===== config.mk =====
export PLATFORM = sky130hd
export DESIGN_NAME = noc_block_radio_core
export DESIGN_NICKNAME = d
export VERILOG_FILES = /design/src/radio_regs_pkg.sv /design/src/radio_stream_pkg.sv /design/src/noc_block_radio_core.sv /design/src/radio_settings_regs.sv /design/src/rx_framer.sv /design/src/tx_deframer.sv
export SDC_FILE = /design/constraint.sdc
export NUM_CORES = 1
export LEC_CHECK = 0
export BUFFER_PORTS_ARGS = -buffer_cell sky130_fd_sc_hd__buf_2
export CAP_MARGIN = 0
export CORE_MARGIN = 5
export CORE_UTILIZATION = 45
export CTS_BUF_LIST = sky130_fd_sc_hd__clkbuf_4 sky130_fd_sc_hd__clkbuf_8 sky130_fd_sc_hd__clkbuf_16
export CTS_CLUSTER_SIZE = 28
export DETAILED_ROUTE_END_ITERATION = 8
export PLACE_DENSITY = 0.68
export SETUP_SLACK_MARGIN = 0.1
export SLEW_MARGIN = 40
export SYNTH_ARGS = -nofsm -noshare
export SYNTH_HDL_FRONTEND = slang
export SYNTH_SLANG_ARGS = --single-unit

===== constraint.sdc =====
create_clock -name i_ce_clk -period 4.3 [get_ports i_ce_clk]
set_input_delay 0.43 -clock i_ce_clk [delete_from_list [all_inputs] [get_ports i_ce_clk]]
set_output_delay 0.43 -clock i_ce_clk [all_outputs]
set_load 0.01 [all_outputs]

===== src/radio_regs_pkg.sv =====
////////////////////////////////////////////////////////////
// Radio register map
// Settings bus layout, register addresses and readback selects
////////////////////////////////////////////////////////////

package radio_regs_pkg;

   // Bus and field widths
   localparam int SET_ADDR_WIDTH = 8;
   localparam int SET_DATA_WIDTH = 32;
   localparam int PKT_LEN_WIDTH  = 12;
   localparam int RB_WIDTH       = 64;

   // Receive packet length limits, in samples
   localparam int MIN_PKT_LEN = 1;
   localparam int MAX_PKT_LEN = 2048;

   // User registers sit above the wrapper block at 128
   localparam logic [SET_ADDR_WIDTH-1:0] SR_RX_PKT_LEN = 8'd129;
   localparam logic [SET_ADDR_WIDTH-1:0] SR_RX_ENABLE  = 8'd130;
   localparam logic [SET_ADDR_WIDTH-1:0] SR_TX_IDLE    = 8'd131;
   localparam logic [SET_ADDR_WIDTH-1:0] SR_TX_ENABLE  = 8'd132;
   localparam logic [SET_ADDR_WIDTH-1:0] SR_RB_SELECT  = 8'd133;

   typedef struct packed {
      logic                      stb;
      logic [SET_ADDR_WIDTH-1:0] addr;
      logic [SET_DATA_WIDTH-1:0] data;
   } set_bus_t;

   typedef enum logic [1:0] {
      RB_STATUS   = 2'd0,
      RB_RX_COUNT = 2'd1,
      RB_PKT_LEN  = 2'd2,
      RB_IDLE     = 2'd3
   } rb_sel_e;

   typedef struct packed {
      logic                      rx_en;
      logic                      tx_en;
      logic [PKT_LEN_WIDTH-1:0]  pkt_len;
      logic [SET_DATA_WIDTH-1:0] idle;
   } radio_ctrl_t;

endpackage


===== src/radio_stream_pkg.sv =====
////////////////////////////////////////////////////////////
// Radio sample streams
// Beat layout, framer and deframer states, counter widths
////////////////////////////////////////////////////////////

package radio_stream_pkg;

   localparam int IQ_WIDTH     = 16;
   localparam int SAMPLE_WIDTH = 2 * IQ_WIDTH;

   // Overflow, underrun and sample counters
   localparam int CNT_WIDTH = 32;

   // I in the upper half, Q in the lower
   typedef struct packed {
      logic [IQ_WIDTH-1:0] i;
      logic [IQ_WIDTH-1:0] q;
   } iq_t;

   typedef struct packed {
      iq_t  sample;
      logic last;
   } sample_beat_t;

   // Receive framer
   typedef enum logic {
      RX_OFF = 1'b0,
      RX_RUN = 1'b1
   } rx_state_e;

   // Transmit deframer
   typedef enum logic {
      TX_IDLE  = 1'b0,
      TX_BURST = 1'b1
   } tx_state_e;

endpackage


===== src/noc_block_radio_core.sv =====
////////////////////////////////////////////////////////////
// Radio block core
// Settings registers, receive framer and transmit deframer
////////////////////////////////////////////////////////////

`timescale 1ns/1ns

module noc_block_radio_core (
   input  logic                                      i_ce_clk,
   input  logic                                      i_rst_n,
   input  radio_regs_pkg::set_bus_t                  i_set,
   input  logic [radio_stream_pkg::SAMPLE_WIDTH-1:0] i_adc_sample,
   input  logic                                      i_adc_stb,
   output radio_stream_pkg::sample_beat_t            o_rx_beat,
   output logic                                      o_rx_tvalid,
   input  logic                                      i_rx_tready,
   input  logic                                      i_dac_stb,
   input  radio_stream_pkg::sample_beat_t            i_tx_beat,
   input  logic                                      i_tx_tvalid,
   output logic                                      o_tx_tready,
   output logic [radio_stream_pkg::SAMPLE_WIDTH-1:0] o_tx_sample,
   output logic [radio_regs_pkg::RB_WIDTH-1:0]       o_rb_data
);
   import radio_regs_pkg::*;
   import radio_stream_pkg::*;

   radio_ctrl_t          ctrl;
   logic [CNT_WIDTH-1:0] overflow_cnt;
   logic [CNT_WIDTH-1:0] underrun_cnt;
   logic [CNT_WIDTH-1:0] rx_count;

   radio_settings_regs u_settings (
      .i_ce_clk(i_ce_clk), .i_rst_n(i_rst_n),
      .i_set(i_set),
      .i_overflow_cnt(overflow_cnt), .i_underrun_cnt(underrun_cnt),
      .i_rx_count(rx_count),
      .o_ctrl(ctrl), .o_rb_data(o_rb_data));

   // ADC side
   rx_framer u_rx_framer (
      .i_ce_clk(i_ce_clk), .i_rst_n(i_rst_n),
      .i_rx_en(ctrl.rx_en), .i_pkt_len(ctrl.pkt_len),
      .i_adc_sample(i_adc_sample), .i_adc_stb(i_adc_stb),
      .o_rx_beat(o_rx_beat), .o_rx_tvalid(o_rx_tvalid), .i_rx_tready(i_rx_tready),
      .o_overflow_cnt(overflow_cnt), .o_rx_count(rx_count));

   // DAC side
   tx_deframer u_tx_deframer (
      .i_ce_clk(i_ce_clk), .i_rst_n(i_rst_n),
      .i_tx_en(ctrl.tx_en), .i_idle_sample(ctrl.idle),
      .i_dac_stb(i_dac_stb),
      .i_tx_beat(i_tx_beat), .i_tx_tvalid(i_tx_tvalid), .o_tx_tready(o_tx_tready),
      .o_tx_sample(o_tx_sample),
      .o_underrun_cnt(underrun_cnt));

endmodule


===== src/radio_settings_regs.sv =====
////////////////////////////////////////////////////////////
// Radio settings registers
// Decodes settings bus writes and selects the readback word
////////////////////////////////////////////////////////////

`timescale 1ns/1ns

module radio_settings_regs (
   input  logic                                   i_ce_clk,
   input  logic                                   i_rst_n,
   input  radio_regs_pkg::set_bus_t               i_set,
   input  logic [radio_stream_pkg::CNT_WIDTH-1:0] i_overflow_cnt,
   input  logic [radio_stream_pkg::CNT_WIDTH-1:0] i_underrun_cnt,
   input  logic [radio_stream_pkg::CNT_WIDTH-1:0] i_rx_count,
   output radio_regs_pkg::radio_ctrl_t            o_ctrl,
   output logic [radio_regs_pkg::RB_WIDTH-1:0]    o_rb_data
);
   import radio_regs_pkg::*;

   radio_ctrl_t ctrl_q;
   rb_sel_e     rb_sel_q;

   // Zero maps to the shortest packet, oversize to the longest
   function automatic logic [PKT_LEN_WIDTH-1:0] limit_len(
      input logic [SET_DATA_WIDTH-1:0] len);
      logic [PKT_LEN_WIDTH-1:0] res;
      if (len < MIN_PKT_LEN)
         res = PKT_LEN_WIDTH'(MIN_PKT_LEN);
      else if (len > MAX_PKT_LEN)
         res = PKT_LEN_WIDTH'(MAX_PKT_LEN);
      else
         res = len[PKT_LEN_WIDTH-1:0];
      return res;
   endfunction

   ////////////////////////////////////////////////////////////
   // Register writes
   ////////////////////////////////////////////////////////////
   always_ff @(posedge i_ce_clk) begin
      if (!i_rst_n) begin
         ctrl_q.rx_en   <= 1'b0;
         ctrl_q.tx_en   <= 1'b0;
         ctrl_q.pkt_len <= PKT_LEN_WIDTH'(MIN_PKT_LEN);
         ctrl_q.idle    <= '0;
         rb_sel_q       <= RB_STATUS;
      end else if (i_set.stb) begin
         case (i_set.addr)
            SR_RX_PKT_LEN: ctrl_q.pkt_len <= limit_len(i_set.data);
            SR_RX_ENABLE:  ctrl_q.rx_en   <= i_set.data[0];
            SR_TX_IDLE:    ctrl_q.idle    <= i_set.data;
            SR_TX_ENABLE:  ctrl_q.tx_en   <= i_set.data[0];
            SR_RB_SELECT:  rb_sel_q       <= rb_sel_e'(i_set.data[1:0]);
            // Addresses of other blocks
            default: ;
         endcase
      end
   end

   assign o_ctrl = ctrl_q;

   ////////////////////////////////////////////////////////////
   // Readback mux
   ////////////////////////////////////////////////////////////
   always_comb begin
      case (rb_sel_q)
         RB_STATUS:   o_rb_data = {i_overflow_cnt, i_underrun_cnt};
         RB_RX_COUNT: o_rb_data = RB_WIDTH'(i_rx_count);
         RB_PKT_LEN:  o_rb_data = RB_WIDTH'(ctrl_q.pkt_len);
         RB_IDLE:     o_rb_data = RB_WIDTH'(ctrl_q.idle);
         default:     o_rb_data = {i_overflow_cnt, i_underrun_cnt};
      endcase
   end

endmodule


===== src/rx_framer.sv =====
////////////////////////////////////////////////////////////
// Receive framer
// Packs strobed ADC samples into fixed-length packets
////////////////////////////////////////////////////////////

`timescale 1ns/1ns

module rx_framer (
   input  logic                                       i_ce_clk,
   input  logic                                       i_rst_n,
   input  logic                                       i_rx_en,
   input  logic [radio_regs_pkg::PKT_LEN_WIDTH-1:0]   i_pkt_len,
   input  logic [radio_stream_pkg::SAMPLE_WIDTH-1:0]  i_adc_sample,
   input  logic                                       i_adc_stb,
   output radio_stream_pkg::sample_beat_t             o_rx_beat,
   output logic                                       o_rx_tvalid,
   input  logic                                       i_rx_tready,
   output logic [radio_stream_pkg::CNT_WIDTH-1:0]     o_overflow_cnt,
   output logic [radio_stream_pkg::CNT_WIDTH-1:0]     o_rx_count
);
   import radio_regs_pkg::*;
   import radio_stream_pkg::*;

   rx_state_e                state_q;
   sample_beat_t             beat_q;
   logic                     valid_q;
   logic [PKT_LEN_WIDTH-1:0] pos_q;
   logic [PKT_LEN_WIDTH-1:0] len_q;
   logic [CNT_WIDTH-1:0]     overflow_q;
   logic [CNT_WIDTH-1:0]     count_q;

   logic                     xfer;
   logic                     can_load;
   logic                     load;
   logic                     drop;
   logic                     at_last;
   logic                     leave_run;
   logic [PKT_LEN_WIDTH-1:0] len_cur;

   // Holding register is free when empty or draining this cycle
   assign xfer     = valid_q & i_rx_tready;
   assign can_load = ~valid_q | i_rx_tready;
   assign load     = i_adc_stb & i_rx_en & can_load;
   assign drop     = i_adc_stb & i_rx_en & ~can_load;

   // Length is taken fresh on the first sample of a packet
   assign len_cur = (pos_q == '0) ? i_pkt_len : len_q;
   assign at_last = (pos_q == len_cur - 1'b1);

   // Wait for the held beat before shutting down
   assign leave_run = (state_q == RX_RUN) & ~i_rx_en & (~valid_q | xfer);

   ////////////////////////////////////////////////////////////
   // Control state
   ////////////////////////////////////////////////////////////
   always_ff @(posedge i_ce_clk) begin
      if (!i_rst_n) begin
         state_q    <= RX_OFF;
         valid_q    <= 1'b0;
         pos_q      <= '0;
         overflow_q <= '0;
         count_q    <= '0;
      end else begin
         case (state_q)
            RX_OFF: if (i_rx_en) state_q <= RX_RUN;
            RX_RUN: if (leave_run) state_q <= RX_OFF;
            default: state_q <= RX_OFF;
         endcase

         if (load)
            valid_q <= 1'b1;
         else if (xfer)
            valid_q <= 1'b0;

         if (load)
            pos_q <= at_last ? '0 : pos_q + 1'b1;
         else if (leave_run)
            pos_q <= '0;

         if (load)
            count_q <= count_q + 1'b1;
         if (drop)
            overflow_q <= overflow_q + 1'b1;
      end
   end

   // Payload
   always_ff @(posedge i_ce_clk) begin
      if (load) begin
         beat_q.sample <= i_adc_sample;
         beat_q.last   <= at_last;
      end
      if (load && pos_q == '0)
         len_q <= i_pkt_len;
   end

   assign o_rx_beat      = beat_q;
   assign o_rx_tvalid    = valid_q;
   assign o_overflow_cnt = overflow_q;
   assign o_rx_count     = count_q;

endmodule


===== src/tx_deframer.sv =====
////////////////////////////////////////////////////////////
// Transmit deframer
// Feeds the DAC one stream beat per strobe, idle otherwise
////////////////////////////////////////////////////////////

`timescale 1ns/1ns

module tx_deframer (
   input  logic                                      i_ce_clk,
   input  logic                                      i_rst_n,
   input  logic                                      i_tx_en,
   input  logic [radio_stream_pkg::SAMPLE_WIDTH-1:0] i_idle_sample,
   input  logic                                      i_dac_stb,
   input  radio_stream_pkg::sample_beat_t            i_tx_beat,
   input  logic                                      i_tx_tvalid,
   output logic                                      o_tx_tready,
   output logic [radio_stream_pkg::SAMPLE_WIDTH-1:0] o_tx_sample,
   output logic [radio_stream_pkg::CNT_WIDTH-1:0]    o_underrun_cnt
);
   import radio_stream_pkg::*;

   tx_state_e               state_q;
   logic [SAMPLE_WIDTH-1:0] sample_q;
   logic [CNT_WIDTH-1:0]    underrun_q;

   logic                    take;
   logic                    starved;

   // One pop per enabled DAC strobe
   assign o_tx_tready = i_dac_stb & i_tx_en;
   assign take        = o_tx_tready & i_tx_tvalid;
   assign starved     = o_tx_tready & ~i_tx_tvalid;

   ////////////////////////////////////////////////////////////
   // DAC output register
   ////////////////////////////////////////////////////////////
   always_ff @(posedge i_ce_clk) begin
      if (!i_rst_n)
         sample_q <= '0;
      else if (!i_tx_en)
         sample_q <= i_idle_sample;
      else if (i_dac_stb)
         sample_q <= take ? i_tx_beat.sample : i_idle_sample;
   end

   ////////////////////////////////////////////////////////////
   // Burst tracking
   ////////////////////////////////////////////////////////////
   always_ff @(posedge i_ce_clk) begin
      if (!i_rst_n) begin
         state_q    <= TX_IDLE;
         underrun_q <= '0;
      end else if (!i_tx_en) begin
         state_q <= TX_IDLE;
      end else begin
         case (state_q)
            TX_IDLE: begin
               if (take && !i_tx_beat.last)
                  state_q <= TX_BURST;
            end
            TX_BURST: begin
               // Gap inside a burst
               if (starved)
                  underrun_q <= underrun_q + 1'b1;
               if (take && i_tx_beat.last)
                  state_q <= TX_IDLE;
            end
            default: state_q <= TX_IDLE;
         endcase
      end
   end

   assign o_tx_sample    = sample_q;
   assign o_underrun_cnt = underrun_q;

endmodule

==> flow_metrics.env <==
export IMPL_max_slew_margin=0.541
export IMPL_register_area_mm2=0.00518
export IMPL_synth_seq_cells=236
export IMPL_ys_seq_area_frac=0.473
export IMPL_routedWlPerCell_um=16.4
export IMPL_post_place_ws_ps=137
export IMPL_p_leak_uw=0.00557
export IMPL_cp_data_arrival_time_ps=4430
export IMPL_synth_warnings=0
export IMPL_grt_max_degree=145
export IMPL_via_per_inst=5.35
export IMPL_synth_cells=1171
export IMPL_rsz0062_at_grt="false"
export IMPL_layout_commonest_cell="buf_2"
export IMPL_h_tree_depth=1
export IMPL_route_antenna_remaining_nets=0
export IMPL_status="finished, final reports clean"
export IMPL_worst_clock_skew_ps=22.7
export IMPL_drv_cap=0
export IMPL_antenna_found_initial=0
export IMPL_synth_edff_count=45
export IMPL_via_count=9299
export IMPL_cts_buffers=27
export IMPL_die_h_um=166
export IMPL_grt_pass1_vias=8921
export IMPL_antenna_cells=0
export IMPL_async_flop_share=0
export IMPL_ys_flop_type="dfxtp_1"
export IMPL_drc_errors=0
export IMPL_ir_worst_vdd_v=0.000281
export IMPL_postSynthAreaPerCell_um2=9.35
export IMPL_grt_usage=0.195
export IMPL_critPathMaxFanout=15
export IMPL_synth_compound_area_frac=0.0885
export IMPL_hold_path_class="input pin to flop"
export IMPL_r2r_cells=14
export IMPL_clk_pin_slew_ps=70
export IMPL_fin_crit_ps=4000
export IMPL_final_fill_count=2177
export IMPL_port_buffers=242
export IMPL_grt_pass1_wl_um=45700
export IMPL_crit_type="flop to flop"
export IMPL_synth_xor_area_frac=0.0800
export IMPL_dieWidth_um=166
export IMPL_synthSimpleGateAreaFrac=0.231
export IMPL_grt_ovfl_total=0
export IMPL_yosys_area_top_type_share=0.349
export IMPL_finalHoldViolCount=0
export IMPL_powerDensity_mw_per_mm2=350
export IMPL_drt_first_iter_violations=572
export IMPL_drv_slew=0
export IMPL_worst_pin_slew_ps=689
export IMPL_area_delta_synth_final_pct=22.3
export IMPL_layout_common_cells="242 x buf_2, 189 x dfxtp_1, 154 x nor2_1"
export IMPL_cts_sinks=236
export IMPL_std_cell_rows=57
export IMPL_synthAdderAreaFrac=0.00685
export IMPL_stdcell_area_mm2=0.0134
export IMPL_multi_input_area_mm2=0.00554
export IMPL_post_dp_hpwl_um=20400
export IMPL_synth_mux_area_fraction=0.0955
export IMPL_worst_slack_ps=295
export IMPL_synth_top_area_cell="dfxtp_1"
export IMPL_hold_ws_ps=68.7
export IMPL_wl_um=28600
export IMPL_setup_worst_path_end_class="flop"
export IMPL_nNetsFinal=1513
export IMPL_drive_gt1_frac=0.242
export IMPL_setup_viol=0
export IMPL_max_freq_mhz=250
export IMPL_cts_hold_buf=0
export IMPL_ios=243
export IMPL_core_area_mm2=0.0242
export IMPL_die_area_mm2=0.0276
export IMPL_clockRootBuffer="clkbuf_16"
export IMPL_syn_area_mm2=0.0110
export IMPL_hold_depth=1
export IMPL_yosys_cell_types_count=63
export IMPL_synth_top_family_by_area="simple AND/OR/NAND/NOR gates"
export IMPL_cts_tree="done"
export IMPL_ys_top_cells_by_area="dfxtp_1 35%, edfxtp_1 12%, mux2i_1 6.7%"
export IMPL_synth_nets=1289
export IMPL_clock_path_buffers=3
export IMPL_post_route_util=0.554
export IMPL_finalCritPeriodShare=0.931
export IMPL_clock_latency_ps=530
export IMPL_place_gp_congestion=0.855
export IMPL_worstPathRequired_ps=4720
export IMPL_start_util=0.453
export IMPL_start_kind="flop"
export IMPL_dr_pass1_iters=5
export IMPL_setup_tns_ps=0
export IMPL_dpl_cell_area_mm2=0.0124
area by class of cell:
cell class | count | area share
Tap cell | 324 | 0.0303
Multi-Input combinational cell | 867 | 0.414
Timing Repair Buffer | 252 | 0.0970
Inverter | 11 | 0.00327
Clock inverter | 8 | 0.00486
Clock buffer | 40 | 0.0640
Sequential cell | 236 | 0.387
flip-flops by register name, indices dropped and copies added (netlist names), named ones only:
name,count
u_rx_framer.o_rx_tvalid,1
u_settings.o_ctrl,46
u_settings.rb_sel_q,2
u_rx_framer.state_q,1
u_tx_deframer.o_tx_sample,32
u_tx_deframer.o_underrun_cnt,32
u_rx_framer.pos_q,12
u_rx_framer.o_overflow_cnt,32
u_rx_framer.o_rx_count,32
u_rx_framer.len_q,12
u_rx_framer.o_rx_beat,33
cells in the mapped netlist, types with 3 or more instances:
cell,instances
a211oi_1,34
and3_1,22
nand3_1,40
xor2_1,68
edfxtp_1,45
nand2_1,153
dfxtp_1,191
nand4_1,23
nor2b_1,9
a21oi_1,51
inv_1,8
o21ai_0,31
nor3_1,16
nor4_1,13
or3_1,13
clkbuf_1,50
a31oi_1,4
and2_1,38
nand4b_1,3
a22o_1,3
nor2_1,155
and4_1,8
a22oi_1,10
nand2b_1,10
mux2i_1,73
xnor2_1,32
nor3b_1,6
ha_1,6
mux4_2,13
power breakdown:
group          internal (µW)  switching [µW]  total, µW
Combinational           45.1            61.0        106
Sequential              2250           0.806       2250
Clock                   1430             891       2320
worst max-delay path: stages (launching register included):
cell and delay [ps]:
dfxtp_1 320, inv_1 160, ha_1 180, nor4b_4 340
nand3_4 220, mux2i_1 330, ha_2 320, nor3b_2 270
mux2i_1 120, mux4_2 490, mux2_2 290, nor2_2 190
a31oi_4 220, a21o_1 220, a22o_1 220
what timing repair did:
action                     4_1_cts  5_1_grt
gates resized for setup          0        3
buffers inserted                 0        2
setup endpoints to repair        0       11
cells by family (layout without fill, tap and decap cells):
family                   after synthesis  in the layout
AND/OR/NAND/NOR                      523            523
flip-flops                           236            236
AO/OA/AOI/OAI                        150            150
XOR/XNOR                             100            100
multiplexers                          88             88
buffers and inverters                 68            311
adder cells (fa/ha/maj)                6              6
layer usage:
metal	vias to the layer above	global-route usage	wire length (µm)
met5	-	0	0
met4	0	0.0649	971
met3	76	0.0386	1690
met2	285	0.337	13900
met1	4388	0.246	12000
li1	4550	-	-
stage by stage:
step,total power (µW),cells
floorplan,2330,1171
global placement,2400,1688
detailed placement,2410,1688
CTS,4730,1736
global route,4840,1738
finish,4680,1738
worst paths after layout:
kind | slack, ps | to | start
setup / recovery | 300 | u_rx_framer.pos_q[5] | u_rx_framer.pos_q[0]
hold / removal | 70 | u_rx_framer.o_rx_beat[22] | i_adc_sample[21]
setup reg to reg | 300 | u_rx_framer.pos_q[5] | u_rx_framer.pos_q[0]
hold reg to reg | 480 | u_settings.o_ctrl[16] | u_settings.o_ctrl[16]
(Power assumes the default switching activity.)
